`src/logic/neoIo_macros.svh`:
```
`ifndef NEOIO_MACROS_SVH
`define NEOIO_MACROS_SVH

// 68000 byte address, A23 down to A0
`define IO_ADDR_W 24

// Byte lane seen by the I/O registers
`define IO_DATA_W 8

// Joypad lines per player, 4 directions and 6 buttons
`define JOY_W 10

// Coin counter/lockout latch bits
`define COIN_W 4

// System latch bits at 0x3A0001
`define SYSLATCH_W 8

// Cycles the display latch clock stays high
`define LATCH_PULSE_CYCLES 4

// nVEC low after reset, so vectors come from the BIOS
`define SYSLATCH_RST 8'h00

// Slot 0 selected out of reset
`define SLOTN_RST 6'b111110

`endif

```
`src/logic/neoBusPkg.sv`:
```
`include "neoIo_macros.svh"

package neoBusPkg;

	// Full byte address as driven by the CPU side
	typedef logic [`IO_ADDR_W-1:0] ioAddr_t;

	// Decoded target of one access
	// Latch targets never reach the register file contents
	typedef enum logic [3:0] {
		regP1Cnt,
		regDipSw,
		regStatusA,
		regP2Cnt,
		regStatusB,
		regPOutput,
		regCrdBank,
		regSlot,
		regLedLatches,
		regLedData,
		regCoin,
		regSysLatch,
		regNone
	} ioReg_t;

endpackage

```
`src/logic/neoIoPkg.sv`:
```
package neoIoPkg;

	// EL panel takes 3 data lines
	typedef logic [2:0] elData_t;

	// LED digit driver takes a full byte
	typedef logic [7:0] ledDigit_t;

	// Bit order inside the system latch
	// Index comes from address bits 3:1 of the write
	typedef enum logic [2:0] {
		flagShadow    = 3'd0,
		flagVecN      = 3'd1,
		flagCardWenN  = 3'd2,
		flagCardWenB  = 3'd3,
		flagRegEnN    = 3'd4,
		flagSystemN   = 3'd5,
		flagSramLockN = 3'd6,
		flagPalBank   = 3'd7
	} sysFlag_t;

endpackage

```
`src/logic/addrLatch.sv`:
```
module addrLatch #(
	parameter int               WIDTH   = 8,
	parameter logic [WIDTH-1:0] RST_VAL = '0
) (
	input  logic             clk24M,
	input  logic             rstN,
	input  logic             wrStb,
	input  logic [3:0]       wrAddr,
	output logic [WIDTH-1:0] q
);

	logic [2:0] bitSel;
	logic       bitVal;

	// A3..A1 pick the bit, A4 is the data
	assign bitSel = wrAddr[2:0];
	assign bitVal = wrAddr[3];

	// Behaves like a 74LS259 in addressable latch mode
	always_ff @(posedge clk24M or negedge rstN) begin
		if (!rstN) begin
			q <= RST_VAL;
		end else if (wrStb) begin
			// Indices past WIDTH hit nothing
			for (int i = 0; i < WIDTH; i++) begin
				if (bitSel == 3'(i)) begin
					q[i] <= bitVal;
				end
			end
		end
	end

endmodule

```
`src/logic/displayLatch.sv`:
```
`include "neoIo_macros.svh"

module displayLatch #(
	parameter type payloadT = logic [7:0]
) (
	input  logic    clk24M,
	input  logic    rstN,
	input  logic    fire,
	input  payloadT payload,
	output logic    latchClk,
	output payloadT data
);

	localparam int CNT_W = $clog2(`LATCH_PULSE_CYCLES + 1);

	logic [CNT_W-1:0] pulseCnt;

	// Clock high while cycles remain
	assign latchClk = (pulseCnt != '0);

	always_ff @(posedge clk24M or negedge rstN) begin
		if (!rstN) begin
			pulseCnt <= '0;
			data     <= '0;
		end else if (fire) begin
			// A new fire restarts the pulse with fresh data
			pulseCnt <= CNT_W'(`LATCH_PULSE_CYCLES);
			data     <= payload;
		end else if (pulseCnt != '0) begin
			pulseCnt <= pulseCnt - 1'b1;
		end
	end

endmodule

```
`src/logic/ioAddrDecode.sv`:
```
`include "neoIo_macros.svh"

module ioAddrDecode (
	input  logic                    clk24M,
	input  logic                    rstN,
	input  logic                    accStb,
	input  neoBusPkg::ioAddr_t      busAddr,
	input  logic                    rw,
	input  logic [`IO_DATA_W-1:0]   wdata,
	output logic                    selStb,
	output neoBusPkg::ioReg_t       selReg,
	output logic                    selRw,
	output logic [3:0]              selAddr,
	output logic [`IO_DATA_W-1:0]   selData,
	output logic                    sysLatchWr,
	output logic                    coinLatchWr
);

	import neoBusPkg::*;

	ioAddr_t masked;
	ioReg_t  nextReg;

	// Only A21..A17 and A0 take part in the window match
	assign masked = busAddr & 24'h3E0001;

	always_comb begin
		nextReg = regNone;
		if (rw) begin
			// Read side
			case (masked)
				24'h300000: nextReg = regP1Cnt;
				// 0x300081 is a different register, not modelled
				24'h300001: nextReg = busAddr[7] ? regNone : regDipSw;
				24'h320001: nextReg = regStatusA;
				24'h340000: nextReg = regP2Cnt;
				24'h380000: nextReg = regStatusB;
				default:    nextReg = regNone;
			endcase
		end else begin
			if (masked == 24'h380001) begin
				// nCOUNTOUT range wins over the bit-write group
				if (busAddr[6:5] == 2'b11) begin
					nextReg = regCoin;
				end else begin
					case (busAddr[6:4])
						3'd0:    nextReg = regPOutput;
						3'd1:    nextReg = regCrdBank;
						3'd2:    nextReg = regSlot;
						3'd3:    nextReg = regLedLatches;
						3'd4:    nextReg = regLedData;
						// RTC control lives here on the board
						default: nextReg = regNone;
					endcase
				end
			end else if (masked == 24'h3A0001) begin
				nextReg = regSysLatch;
			end
		end
	end

	// Strobes, one cycle after the CPU strobe
	always_ff @(posedge clk24M or negedge rstN) begin
		if (!rstN) begin
			selStb      <= 1'b0;
			sysLatchWr  <= 1'b0;
			coinLatchWr <= 1'b0;
		end else begin
			selStb      <= accStb;
			sysLatchWr  <= accStb && (nextReg == regSysLatch);
			coinLatchWr <= accStb && (nextReg == regCoin);
		end
	end

	// Access details, only meaningful alongside selStb
	always_ff @(posedge clk24M) begin
		if (accStb) begin
			selReg  <= nextReg;
			selRw   <= rw;
			selAddr <= busAddr[4:1];
			selData <= wdata;
		end
	end

endmodule

```
`src/logic/ioRegFile.sv`:
```
`include "neoIo_macros.svh"

module ioRegFile (
	input  logic                    clk24M,
	input  logic                    rstN,
	input  logic                    selStb,
	input  neoBusPkg::ioReg_t       selReg,
	input  logic                    selRw,
	input  logic [`IO_DATA_W-1:0]   selData,
	input  logic [`JOY_W-1:0]       p1In,
	input  logic [`JOY_W-1:0]       p2In,
	input  logic [`IO_DATA_W-1:0]   dipSw,
	input  logic                    testBtn,
	output logic [`IO_DATA_W-1:0]   rdata,
	output logic                    dtack,
	output logic [2:0]              p1Out,
	output logic [2:0]              p2Out,
	output logic [2:0]              cardBank,
	output logic [5:0]              slotN,
	output neoIoPkg::ledDigit_t     ledData,
	output logic [2:0]              latchFire
);

	import neoBusPkg::*;

	logic [2:0]            ledLatchQ;
	logic [`IO_DATA_W-1:0] readMux;
	logic                  wrStb;

	// Active-low slot select, 6 and 7 deselect everything
	function automatic logic [5:0] slotDecode(input logic [2:0] sel);
		logic [5:0] oneHot;
		oneHot = 6'b000000;
		if (sel < 3'd6) begin
			oneHot[sel] = 1'b1;
		end
		return ~oneHot;
	endfunction

	assign wrStb = selStb && !selRw;

	always_comb begin
		readMux = 8'hFF;
		if (selRw) begin
			case (selReg)
				regP1Cnt:   readMux = p1In[7:0];
				regDipSw:   readMux = dipSw;
				// Test button on bit 7, rest pulled up
				regStatusA: readMux = {testBtn, 7'h7F};
				regP2Cnt:   readMux = p2In[7:0];
				// Start/select style lines of both pads
				regStatusB: readMux = {4'hF, p2In[9:8], p1In[9:8]};
				default:    readMux = 8'hFF;
			endcase
		end
	end

	// Bus reply
	always_ff @(posedge clk24M or negedge rstN) begin
		if (!rstN) begin
			rdata <= 8'hFF;
			dtack <= 1'b0;
		end else begin
			dtack <= selStb;
			if (selStb) begin
				rdata <= readMux;
			end
		end
	end

	// Board-side output registers
	always_ff @(posedge clk24M or negedge rstN) begin
		if (!rstN) begin
			p1Out     <= 3'd0;
			p2Out     <= 3'd0;
			cardBank  <= 3'd0;
			slotN     <= `SLOTN_RST;
			ledData   <= '0;
			ledLatchQ <= 3'd0;
			latchFire <= 3'd0;
		end else begin
			latchFire <= 3'd0;
			if (wrStb) begin
				case (selReg)
					regPOutput: begin
						p1Out <= selData[2:0];
						p2Out <= selData[5:3];
					end
					regCrdBank: cardBank <= selData[2:0];
					regSlot:    slotN <= slotDecode(selData[2:0]);
					regLedData: ledData <= selData;
					regLedLatches: begin
						// Only a 0 to 1 step clocks a display
						ledLatchQ <= selData[2:0];
						latchFire <= selData[2:0] & ~ledLatchQ;
					end
					default: ;
				endcase
			end
		end
	end

endmodule

```
`src/logic/neoIoTop.sv`:
```
`include "neoIo_macros.svh"

module neoIoTop (
	input  logic                    clk24M,
	input  logic                    rstN,
	input  logic                    accStb,
	input  neoBusPkg::ioAddr_t      busAddr,
	input  logic                    rw,
	input  logic [`IO_DATA_W-1:0]   wdata,
	input  logic [`JOY_W-1:0]       p1In,
	input  logic [`JOY_W-1:0]       p2In,
	input  logic [`IO_DATA_W-1:0]   dipSw,
	input  logic                    testBtn,
	output logic [`IO_DATA_W-1:0]   rdata,
	output logic                    dtack,
	output logic [2:0]              p1Out,
	output logic [2:0]              p2Out,
	output logic [2:0]              cardBank,
	output logic [5:0]              slotN,
	output logic [3:0]              elOut,
	output logic [8:0]              ledOut1,
	output logic [8:0]              ledOut2,
	output logic                    counter1,
	output logic                    counter2,
	output logic                    lockout1,
	output logic                    lockout2,
	output logic                    shadow,
	output logic                    vecN,
	output logic                    cardWenN,
	output logic                    cardWenB,
	output logic                    regEnN,
	output logic                    systemN,
	output logic                    sramLockN,
	output logic                    palBank
);

	import neoBusPkg::*;
	import neoIoPkg::*;

	logic                   selStb;
	ioReg_t                 selReg;
	logic                   selRw;
	logic [3:0]             selAddr;
	logic [`IO_DATA_W-1:0]  selData;
	logic                   sysLatchWr;
	logic                   coinLatchWr;
	logic [`SYSLATCH_W-1:0] sysQ;
	logic [`COIN_W-1:0]     coinQ;
	ledDigit_t              ledData;
	logic [2:0]             latchFire;
	logic                   elClk;
	logic                   led1Clk;
	logic                   led2Clk;
	elData_t                elData;
	ledDigit_t              led1Data;
	ledDigit_t              led2Data;

	// Bus side, one registered decode stage
	ioAddrDecode uDecode (
		.clk24M      (clk24M),
		.rstN        (rstN),
		.accStb      (accStb),
		.busAddr     (busAddr),
		.rw          (rw),
		.wdata       (wdata),
		.selStb      (selStb),
		.selReg      (selReg),
		.selRw       (selRw),
		.selAddr     (selAddr),
		.selData     (selData),
		.sysLatchWr  (sysLatchWr),
		.coinLatchWr (coinLatchWr)
	);

	ioRegFile uRegFile (
		.clk24M    (clk24M),
		.rstN      (rstN),
		.selStb    (selStb),
		.selReg    (selReg),
		.selRw     (selRw),
		.selData   (selData),
		.p1In      (p1In),
		.p2In      (p2In),
		.dipSw     (dipSw),
		.testBtn   (testBtn),
		.rdata     (rdata),
		.dtack     (dtack),
		.p1Out     (p1Out),
		.p2Out     (p2Out),
		.cardBank  (cardBank),
		.slotN     (slotN),
		.ledData   (ledData),
		.latchFire (latchFire)
	);

	// System latch at 0x3A0001
	addrLatch #(
		.WIDTH   (`SYSLATCH_W),
		.RST_VAL (`SYSLATCH_RST)
	) uSysLatch (
		.clk24M (clk24M),
		.rstN   (rstN),
		.wrStb  (sysLatchWr),
		.wrAddr (selAddr),
		.q      (sysQ)
	);

	// Coin counters and lockouts, all off out of reset
	addrLatch #(
		.WIDTH   (`COIN_W),
		.RST_VAL ('0)
	) uCoinLatch (
		.clk24M (clk24M),
		.rstN   (rstN),
		.wrStb  (coinLatchWr),
		.wrAddr (selAddr),
		.q      (coinQ)
	);

	// EL panel gets the low three bits of the LED data
	displayLatch #(.payloadT(elData_t)) uElLatch (
		.clk24M   (clk24M),
		.rstN     (rstN),
		.fire     (latchFire[0]),
		.payload  (elData_t'(ledData[2:0])),
		.latchClk (elClk),
		.data     (elData)
	);

	displayLatch #(.payloadT(ledDigit_t)) uLed1Latch (
		.clk24M   (clk24M),
		.rstN     (rstN),
		.fire     (latchFire[1]),
		.payload  (ledData),
		.latchClk (led1Clk),
		.data     (led1Data)
	);

	displayLatch #(.payloadT(ledDigit_t)) uLed2Latch (
		.clk24M   (clk24M),
		.rstN     (rstN),
		.fire     (latchFire[2]),
		.payload  (ledData),
		.latchClk (led2Clk),
		.data     (led2Data)
	);

	// Clock on top, data below
	assign elOut   = {elClk, elData};
	assign ledOut1 = {led1Clk, led1Data};
	assign ledOut2 = {led2Clk, led2Data};

	assign counter1 = coinQ[0];
	assign counter2 = coinQ[1];
	assign lockout1 = coinQ[2];
	assign lockout2 = coinQ[3];

	assign shadow    = sysQ[flagShadow];
	assign vecN      = sysQ[flagVecN];
	assign cardWenN  = sysQ[flagCardWenN];
	assign cardWenB  = sysQ[flagCardWenB];
	assign regEnN    = sysQ[flagRegEnN];
	assign systemN   = sysQ[flagSystemN];
	assign sramLockN = sysQ[flagSramLockN];
	assign palBank   = sysQ[flagPalBank];

endmodule

```
`config.mk`:
```
export PLATFORM = sky130hd
export DESIGN_NAME = neoIoTop
export DESIGN_NICKNAME = d
export VERILOG_FILES = /design/src/logic/neoBusPkg.sv /design/src/logic/neoIoPkg.sv /design/src/logic/addrLatch.sv /design/src/logic/displayLatch.sv /design/src/logic/ioAddrDecode.sv /design/src/logic/ioRegFile.sv /design/src/logic/neoIoTop.sv
export VERILOG_INCLUDE_DIRS = /design/src /design/src/logic
export SDC_FILE = /design/constraint.sdc
export NUM_CORES = 1
export LEC_CHECK = 0
export BUFFER_PORTS_ARGS = -buffer_cell sky130_fd_sc_hd__clkbuf_2
export CAP_MARGIN = 20
export CORE_UTILIZATION = 50
export CTS_CLUSTER_DIAMETER = 200
export DETAILED_ROUTE_END_ITERATION = 7
export PLACE_DENSITY = 0.81
export SETUP_SLACK_MARGIN = 0.05
export SYNTH_ARGS = -nofsm -noshare
export SYNTH_HDL_FRONTEND = slang
export SYNTH_HIERARCHICAL = 1
export SYNTH_SLANG_ARGS = --single-unit
```
`constraint.sdc`:
```
create_clock -name clk24M -period 1.7 [get_ports clk24M]
set_input_delay 0.255 -clock clk24M [delete_from_list [all_inputs] [get_ports clk24M]]
set_output_delay 0.255 -clock clk24M [all_outputs]
set_load 0.03 [all_outputs]
```
==> run summary, run 1 <==
Synth Cell Area: 4533 sq um
asr flop ratio synth: 82.65%
Bufs and invs on worst path: 0
crit path DAT: 1810 ps
Worst Hold Slack: 72.93 ps
H-tree Lvls: 3
DRT Pass-1 Iters: 6
CTS clk-pin slew, worst paths: 90 ps
cts bufs inserted: 9
CTS tree: done
vias in the first global route: 3134
Yosys top cell by area: dfrtp_1
Die Span X: 97.22 microns
Rel. slew slack: 65.58%
final cell count without fillers: 557
Post-Synth XOR/XNOR Area: 0.1932%
share of cells above drive strength 1: 46.55%
sequential fraction of the synthesis area: 56.33%
Crit Path Class: reg -> reg
clock buffer depth: 2
io pins: 123
FF-to-FF path depth: 3
critical path's slowest cell: dfrtp_1
Stages on worst setup path: 3
post-synthesis mux area share: 17.44%
Starting Density: 51.73%
max frequency: 636.5 MHz
count leader, synth: dfrtp_1
main area contributors after synthesis: dfrtp_1 (38%), edfxtp_1 (11%), mux2_2 (9.9%)
initial antenna violation count: 0
Via density: 5.544
cell family with most CP delay: simple AND/OR/NAND/NOR gates
Largest stage delay, worst path: 530 ps
Period Utilization, post-route: 92.42%
first-pass GRT wire length: 15.07 mm
Hold Path Stages: 1
largest net degree at the start of global routing: 37
ys flop type: dfrtp_1
share of Yosys cell area claimed by the top area cell type: 37.54%
drt drc: 0
Psw: 1969 uW
RSZ-0062 raised after global routing: true
Synth Area in Compound Gates: 6.569%
Area growth syn-to-layout: 19.16%
CP Capture Type: register
remaining antenna violation count: 0
simple-gate share of the synthesized area: 14.77%
final setup fails: 0
Comb power frac: 28.3%
Seq pwr share: 50.5%
# diodes: 0
commonest cells in the netlist: dfrtp_1 (68), mux2_2 (40), nor2_1 (20)
Worst-Margin Slew: 516.2 ps
row count: 34
synthesized instance count: 330
startpoint types: register
GRT Overall Usage: 19.76%
total routed wirelength: 8.949 mm
Power Internal: 4090 uW
Hold Violations, Final: 0
DP HPWL: 6.497 mm
clock share of power: 21.1%
vias after detailed routing: 3088
switching share of power: 32.50%
min cycle time layout: 1571 ps
Synth Area in Adders: 1.656%
Max Cap Viol: 0
P per Cell Area: 1122 nW/um^2
postcts setup bufs: 0
VDD IR-drop max: 0.4360 mV
synthesis-stage register bit count: 98
Max Transition Viols Final: 0
syn_area_per_cell: 13.74 sq um
global placer's final weighted congestion: 0.7232
port bufs: 111
combinational family with the most area after synthesis: multiplexers
Worst-Skew Late Latency: 350 ps
Placed Cells: 541
Netlist cell types: 54
status: finished, final reports clean
Sink Count: 98
Die ar.: 9451 sq um
post-layout net count: 516
GRT Residual Overflow: 0
Post-synth EDFFs: 17
core area: 8763 sq um
Hold WC Path Type: in -> reg
cell chain of the critical path: and4bb_2, nand3_1, mux2_2
clock skew: 12.39 ps
Ys Warns: 6
required time of the critical path: 1940 ps
crit-path max FO: 10
Root Driver: clkbuf_8
Syn Nets: 401
Leak Pwr: 0.002584 uW
TNS Setup: 0 ps
die height: 97.22 microns
drt wl/cell: 16.07 microns
Iter 0 DRT Violations: 93
## registers in the layout, indices dropped and copies added (netlist names), 4 cells and up
name              flops
uDecode/selAddr       4
uRegFile/slotN        6
uCoinLatch/q          4
uDecode/selData       8
uSysLatch/q           8
uDecode/selReg        4
uLed2Latch/data       8
uLed1Latch/data       8
uRegFile/rdata        8
uRegFile/ledData      8
## through the flow
stage	worst slack (ps)	util [%]	area [sq um]	total power, uW
floorplan	301.2	-	4533	4280
global placement	140.4	59.47	5211	4653
finish	128.8	61.64	5401	6060
global route	47.23	61.64	5401	6388
CTS	63.53	61.38	5379	6073
detailed placement	150.0	59.47	5211	4780
## final timing paths
| kind | from | endpoint | slack (ps) |
|---|---|---|---|
| worst max-delay path | uDecode/selStb | uRegFile/slotN[0] | 130 |
| worst min-delay path | wdata[4] | uDecode/selData[4] | 70 |
| worst max register to register | uDecode/selStb | uRegFile/slotN[0] | 130 |
| worst min register to register | uRegFile/ledLatchQ[2] | uRegFile/latchFire[2] | 430 |
| max in group asynchronous | rstN | uRegFile/rdata[7] | 720 |
| min in group asynchronous | rstN | uElLatch/pulseCnt[2] | 370 |
## layer usage
layer,track usage (%),share of wire (%)
met1,25.51,44
met2,32.99,49
met3,3.597,4.8
met4,8.145,1.9
met5,0,0
## cells by family after synthesis
family | after synthesis
fa+ha+maj | 6
mux | 68
xor+xnor | 1
simple gates | 90
flops | 98
compound gates | 42
buf+inv | 25
## worst register-to-register path, delay by kind of cell (launching register included)
family | cells | cell delay [ps]
AND/OR/NAND/NOR | 2 | 570
multiplexers | 1 | 370
flip-flops | 1 | 530
## cell usage in the layout (no fill, tap or decap), drive strengths merged, types with 4 or more instances in the layout
cell type	instances
a211o	6
o32a	4
mux2	64
clkbuf	120
nand3b	5
o22ai	4
nor2b	6
mux2i	4
edfxtp	17
nor3b	6
nand2b	7
nand4b	10
ha	6
inv	9
dfstp	13
a21oi	12
nor2	20
and4bb	8
buf	10
nand2	7
dfrtp	68
## layout make-up
cell class | count | area, sq um
clock buffer | 10 | 127.6
inverter | 8 | 30.03
multi-input combinational | 207 | 1859
sequential | 98 | 2554
timing repair buffer | 121 | 665.6
fill | 686 | 3362
tap | 108 | 135.1
clock inverter | 5 | 30.03
## power groups by stage
stage	clock (uW)	combinational, uW	sequential [uW]
after floorplan	0	941	3340
after global placement	0	1570	3080
after detailed placement	0	1670	3110
after CTS	1330	1680	3070
after global routing	1400	1860	3120
final	1280	1720	3060
## repair_timing
item | CTS | global route
endpoints found under the hold margin | 31 | 0
resized for setup | 0 | 8
hold buffers | 1 | 0
endpoints found under the setup margin | 0 | 3
No activity file was read; power rests on OpenSTA's default activity.
==> inputs of run 2 (changes only) <==
- ABC_AREA: default -> 1
- CAP_MARGIN: 20 -> 5
- PLACE_DENSITY: 0.81 -> 0.76
==> run summary, run 2 <==
status: finished, final reports clean
die height: 98.94 microns (+1.8%)
Tot Pwr: 6667 uW (+10%)
final setup fails: 0 (unchanged)
Comb power frac: 27.8% (-0.5 points)
FF-to-FF path depth: 6 (+3)
Period Utilization, post-route: 93.82% (+1.4 points)
main area contributors after synthesis: dfrtp_1 (36%), nand2_1 (14%), edfxtp_1 (11%)
global placer's final weighted congestion: 0.8749 (+21%)
DRT Pass-1 Iters: 6 (unchanged)
Syn Nets: 612 (+53%)
initial antenna violation count: 0 (unchanged)
worst hold start: busAddr[1]
sequential fraction of the synthesis area: 54.35% (-2.0 points)
Area growth syn-to-layout: 19.84%
Setup crit start: uDecode/selReg[2]
most common cell after layout, fill and taps aside: nand2_1
startpoint types: register
CTS clk-pin slew, worst paths: 100 ps (about the same)
io pins: 123 (unchanged)
GRT busiest layer: met2
clock skew: 9.661 ps (-2.726 ps)
Die ar.: 9788 sq um (+3.6%)
commonest cells in the netlist: nand2_1 (179), dfrtp_1 (68), nand3_1 (58)
reg2reg end: uRegFile/ledData[0]
Hold Violations, Final: 0 (unchanged)
Root Driver: clkbuf_8
# diodes: 0 (unchanged)
Die Span X: 98.94 microns (+1.8%)
grt met1 use: 25.34% (-0.17 points)
met3 usage: 3.617% (+0.020 points)
global routing usage on met2: 36.85% (+3.9 points)
min cycle time layout: 1595 ps (+23.72 ps)
port bufs: 111 (unchanged)
asr flop ratio synth: 82.65% (unchanged)
commonest non-fill, non-tap cells in the layout: nand2_1 (179), clkbuf_2 (108), dfrtp_1 (68)
P per Cell Area: 1184 nW/um^2 (+5.6%)
Rel. slew slack: 66.75% (+1.2 points)
crit-path max FO: 14 (+4)
Max Cap Viol: 0 (unchanged)
remaining antenna violation count: 0 (unchanged)
RSZ-0062 raised after global routing: true
Netlist cell types: 33 (-39%)
synthesized instance count: 541 (+64%)
core area: 9153 sq um (+4.4%)
Via density: 5.037 (-9.1%)
simple-gate share of the synthesized area: 30.07% (+15 points)
Hold WC Path Type: in -> reg
combinational family with the most area after synthesis: simple AND/OR/NAND/NOR gates
total routed wirelength: 9.638 mm (+7.7%)
Worst-Skew Late Latency: 350 ps (about the same)
H-tree Lvls: 3 (unchanged)
syn_area_per_cell: 8.684 sq um (-37%)
clock share of power: 26.1% (+5.0 points)
Sink Count: 98 (unchanged)
max frequency: 627.0 MHz (-1.5%)
largest net degree at the start of global routing: 33 (-11%)
Iter 0 DRT Violations: 114 (+23%)
Power Internal: 4392 uW (+7.4%)
share of cells above drive strength 1: 30.47% (-16 points)
clock buffer depth: 2 (unchanged)
GRT Residual Overflow: 0 (unchanged)
drt drc: 0 (unchanged)
post-synthesis mux area share: 0% (-17 points)
row count: 35 (+2.9%)
Max Transition Viols Final: 0 (unchanged)
post-layout net count: 729 (+41%)
CP Capture Type: register
Leak Pwr: 0.002955 uW (+14%)
Hold Path Stages: 1 (unchanged)
share of Yosys cell area claimed by the top area cell type: 36.22% (-1.3 points)
switching share of power: 34.12% (+1.6 points)
Worst-Margin Slew: 498.7 ps (-17.52 ps)
required time of the critical path: 1940 ps (about the same)
VDD IR-drop max: 0.4458 mV (+2.3%)
ys flop type: dfrtp_1
DP HPWL: 7.294 mm (+12%)
Starting Density: 51.33% (-0.39 points)
drt wl/cell: 12.45 microns (-22%)
fill count: 801 (+17%)
Worst R2R Start: uDecode/selReg[2]
Psw: 2275 uW (+16%)
Post-synth EDFFs: 17 (unchanged)
Synth Area in Adders: 1.598% (-0.058 points)
Synth Area in Compound Gates: 5.965% (-0.60 points)
vias in the first global route: 3718 (+19%)
cts bufs inserted: 9 (unchanged)
TNS Setup: 0 ps (unchanged)
Reg2Reg Setup Slack: 110 ps (-20 ps)
Crit Path Class: reg -> reg
first-pass GRT wire length: 16.24 mm (+7.7%)
Seq pwr share: 46.1% (-4.4 points)
hold endpoint: uDecode/selAddr[0]
GRT Overall Usage: 20.80% (+1.0 points)
Synth Cell Area: 4698 sq um (+3.6%)
CTS tree: done
Yosys top cell by area: dfrtp_1
Ys Warns: 6 (unchanged)
Post-Synth XOR/XNOR Area: 0% (-0.19 points)
crit path DAT: 1830 ps (+20 ps)
vias after detailed routing: 3899 (+26%)
count leader, synth: nand2_1
synthesis-stage register bit count: 98 (unchanged)
[run 2: changes by cell type in the layout (fill, tap and decap cells not counted), moves of 7 or more]
cell and change:
inv_1 +38, nor2_1 +28, o21ai_2 +14, nand4_1 +7
mux2_1 -16, nor2_2 +7, mux2_2 -40, o21ai_0 +11
nand4b_1 -10, nand2_1 +173, nand3_1 +55, mux2_4 -8
inv_2 +9
[run 2: power groups by stage]
stage | sequential, uW | combinational [uW] | clock, uW
after global routing | 3120 | 2110 | 1890
after global placement | 3090 | 1640 | 0
final | 3080 | 1850 | 1740
after floorplan | 3380 | 966 | 0
after detailed placement | 3120 | 1730 | 0
after CTS | 3070 | 1740 | 1790
[run 2: worst max path at each step]
stage / end / slack, ps
floorplan: uRegFile/ledData[4] / 380
detailed placement: uRegFile/ledData[3] / 180
finish: uRegFile/ledData[0] / 110
CTS: elOut[3] / 50
global route: uRegFile/ledData[0] / 20
global placement: uRegFile/ledData[5] / 210
[run 2: per-layer routing]
layer  up-vias  wire, microns  part of all wire (%)
met5         -              0                     0
met2        90           4943                    51
li1       1950              -                     -
met1      1844           4168                    43
met3        15            380                   3.9
met4         0            145                   1.5
[run 2: logic make-up after synthesis]
group                    Yosys count
AO/OA/AOI/OAI                     44
AND/OR/NAND/NOR                  318
adder cells (fa/ha/maj)            6
buffers and inverters             75
flip-flops                        98
[run 2: worst max-delay path: stages, from the launching register on]
cell	delay [ps]
edfxtp_1	490
inv_4	150
nand2_1	100
nor2_1	230
nand2_2	270
nand2_1	170
o21ai_2	60
[run 2: timing repair]
action | CTS | global route
resized for setup | 0 | 12
hold buffers | 1 | 0
hold endpoints to repair | 29 | 0
setup buffers | 0 | 3
setup endpoints to repair | 0 | 12
[run 2: layout make-up]
cell class                 instances  area, sq um  share of cell area (%)
clock inverter                     6        92.59                   1.644
tap                              111        138.9                   2.467
multi-input combinational        368         1805                   32.07
clock buffer                      10        148.9                   2.644
timing repair buffer             121        653.1                   11.60
sequential                        98         2554                   45.36
inverter                          60        237.7                   4.222
[run 2: stage by stage]
stage	setup slack, ps	instance area, sq um	instances	hold slack [ps]	util, %
2_1_floorplan	381.2	4698	541	-40.59	-
3_3_place_gp	206.2	5314	754	206.8	58.06
3_5_place_dp	175.9	5314	754	211.6	58.06
4_1_cts	54.43	5565	771	49.77	60.81
5_1_grt	17.10	5630	774	41.94	61.52
6_report	105.1	5630	774	66.98	61.52
==> inputs of run 3 (changes only) <==
- CELL_PAD_IN_SITES_DETAIL_PLACEMENT: default -> 1
- CELL_PAD_IN_SITES_GLOBAL_PLACEMENT: default -> 1
- CORE_UTILIZATION: 50 -> 39
- CTS_CLUSTER_SIZE: default -> 16
- PLACE_DENSITY: 0.76 -> default
- PLACE_DENSITY_LB_ADDON: default -> 0.1
==> run summary, run 3 (synthesized netlist as in run 2, its figures left out) <==
Max Transition Viols Final: 0 (unchanged)
Largest stage delay, worst path: 380 ps (-110 ps)
clock buffer depth: 2 (unchanged)
Worst-Margin Slew: 578.6 ps (+79.90 ps)
initial antenna violation count: 0 (unchanged)
Power Internal: 4622 uW (+5.2%)
Via density: 4.882 (-3.1%)
CTS clk-pin slew, worst paths: 70 ps (-30 ps)
Worst-Skew Late Latency: 350 ps (about the same)
fill count: 1396 (+74%)
drt wl/cell: 14.05 microns (+13%)
vias in the first global route: 4074 (+9.6%)
vias after detailed routing: 3940 (+1.1%)
clock skew: 6.672 ps (-2.989 ps)
Final Cell Area: 5717 sq um (+1.5%)
Period Utilization, post-route: 93.81% (about the same)
sequential cell area: 2554 sq um (unchanged)
footprint of the multi-input gates: 1793 sq um (-0.69%)
critical path's slowest cell: dfrtp_1
clock share of power: 30.0% (+3.9 points)
total routed wirelength: 11.34 mm (+18%)
share of cells above drive strength 1: 30.27% (-0.20 points)
# diodes: 0 (unchanged)
Root Driver: clkbuf_16
DP HPWL: 8.581 mm (+18%)
crit-path max FO: 4 (-10)
first-pass GRT wire length: 19.33 mm (+19%)
port bufs: 111 (unchanged)
Sink Count: 98 (unchanged)
switching share of power: 33.63% (-0.49 points)
required time of the critical path: 1440 ps (-500 ps)
largest net degree at the start of global routing: 25 (-24%)
row count: 39 (+11%)
drt drc: 4 (+4)
Area after DPL: 5356 sq um (+0.80%)
commonest non-fill, non-tap cells in the layout: nand2_1 (178), clkbuf_2 (109), dfrtp_1 (68)
GRT Overall Usage: 19.53% (-1.3 points)
CP Capture Type: output port
status: finished with violations
Psw: 2341 uW (+2.9%)
DRT Pass-1 Iters: 6 (unchanged)
remaining antenna violation count: 0 (unchanged)
Hold Path Stages: 1 (unchanged)
max frequency: 627.1 MHz (about the same)
Placed Cells: 788 (+4.5%)
DP Worst Slack: 152.7 ps (-23.25 ps)
cts bufs inserted: 9 (unchanged)
TNS Setup: 0 ps (unchanged)
Comb power frac: 26.0% (-1.8 points)
global placer's final weighted congestion: 0.8136 (-7.0%)
cell chain of the critical path: inv_1, ha_2, nand2_1, clkbuf_2
Rel. slew slack: 61.43% (-5.3 points)
Crit Path Class: reg -> out
Seq pwr share: 44.0% (-2.1 points)
Worst Hold Slack: 80.04 ps (+13.06 ps)
Hold Violations, Final: 0 (unchanged)
crit path DAT: 1340 ps (-490 ps)
RSZ-0062 raised after global routing: true
core area: 11560 sq um (+26%)
Hold WC Path Type: in -> reg
post-layout net count: 730 (+0.14%)
Area growth syn-to-layout: 21.68%
die height: 111.8 microns (+13%)
VDD IR-drop max: 0.5689 mV (+28%)
min cycle time layout: 1595 ps (-0.1670 ps)
H-tree Lvls: 3 (unchanged)
final setup fails: 0 (unchanged)
GRT Residual Overflow: 0 (unchanged)
P per Cell Area: 1218 nW/um^2 (+2.9%)
Max Cap Viol: 0 (unchanged)
io pins: 123 (unchanged)
Iter 0 DRT Violations: 139 (+22%)
Leak Pwr: 0.003002 uW (+1.6%)
Die ar.: 12490 sq um (+28%)
Die Span X: 111.8 microns (+13%)
most common cell after layout, fill and taps aside: nand2_1
startpoint types: register
CTS tree: done
final cell count without fillers: 807 (+4.3%)
Starting Density: 40.63% (-11 points)
FF-to-FF path depth: 7 (+1)
Setup WS post-layout: 105.2 ps (+0.1670 ps)
failing checks: design-rule violations
## run 3: repair_timing
action | 4_1_cts | 5_1_grt
hold buffers | 1 | 0
setup endpoints to repair | 1 | 17
endpoints found under the hold margin | 13 | 0
buffers inserted | 0 | 2
resized for setup | 1 | 6
pin swaps | 0 | 0
## run 3: worst max-delay path: cells and delay by family (launching register included)
kind	cells	cell delay (ps)
adder cells (fa/ha/maj)	1	220
AND/OR/NAND/NOR	1	100
buffers and inverters	2	300
flip-flops	1	380
## run 3: final timing paths
| kind | startpoint | endpoint | slack (ps) |
|---|---|---|---|
| worst min register to register | uRegFile/ledLatchQ[2] | uRegFile/latchFire[2] | 420 |
| worst max-delay path | uLed2Latch/pulseCnt[0] | ledOut2[8] | 110 |
| min in group asynchronous | rstN | uRegFile/latchFire[1] | 380 |
| max in group asynchronous | rstN | uRegFile/slotN[5] | 660 |
| worst min-delay path | wdata[2] | uDecode/selData[2] | 80 |
| worst max register to register | uDecode/selReg[3] | uRegFile/rdata[2] | 200 |
## run 3: layout make-up
cell class,count,share of cell area [%]
Inverter,60,4.158
Clock inverter,3,0.3064
Timing Repair Buffer,122,11.25
Multi-Input combinational cell,368,31.36
Tap cell,143,3.130
Sequential cell,98,44.67
Clock buffer,13,5.121
## run 3: power by group through the flow
stage / clock, uW / combinational [uW] / sequential (uW)
4_1_cts: 2150 / 1790 / 3080
2_1_floorplan: 0 / 966 / 3380
5_1_grt: 2240 / 2030 / 3120
3_5_place_dp: 0 / 1780 / 3120
3_3_place_gp: 0 / 1680 / 3100
6_report: 2090 / 1810 / 3070
## run 3: stage by stage
| step | util, % | total power [uW] |
|---|---|---|
| finish | 49.43 | 6963 |
| global placement | 46.32 | 4785 |
| global route | 49.43 | 7393 |
| floorplan | - | 4344 |
| detailed placement | 46.32 | 4897 |
| CTS | 49.11 | 7025 |
## run 3: layer usage
layer,vias up,track usage (%),share of wire (%)
li1,1942,-,-
met1,1921,23.38,44
met2,65,34.37,51
met3,12,4.192,3.9
met4,0,7.297,1.5
met5,-,0,0
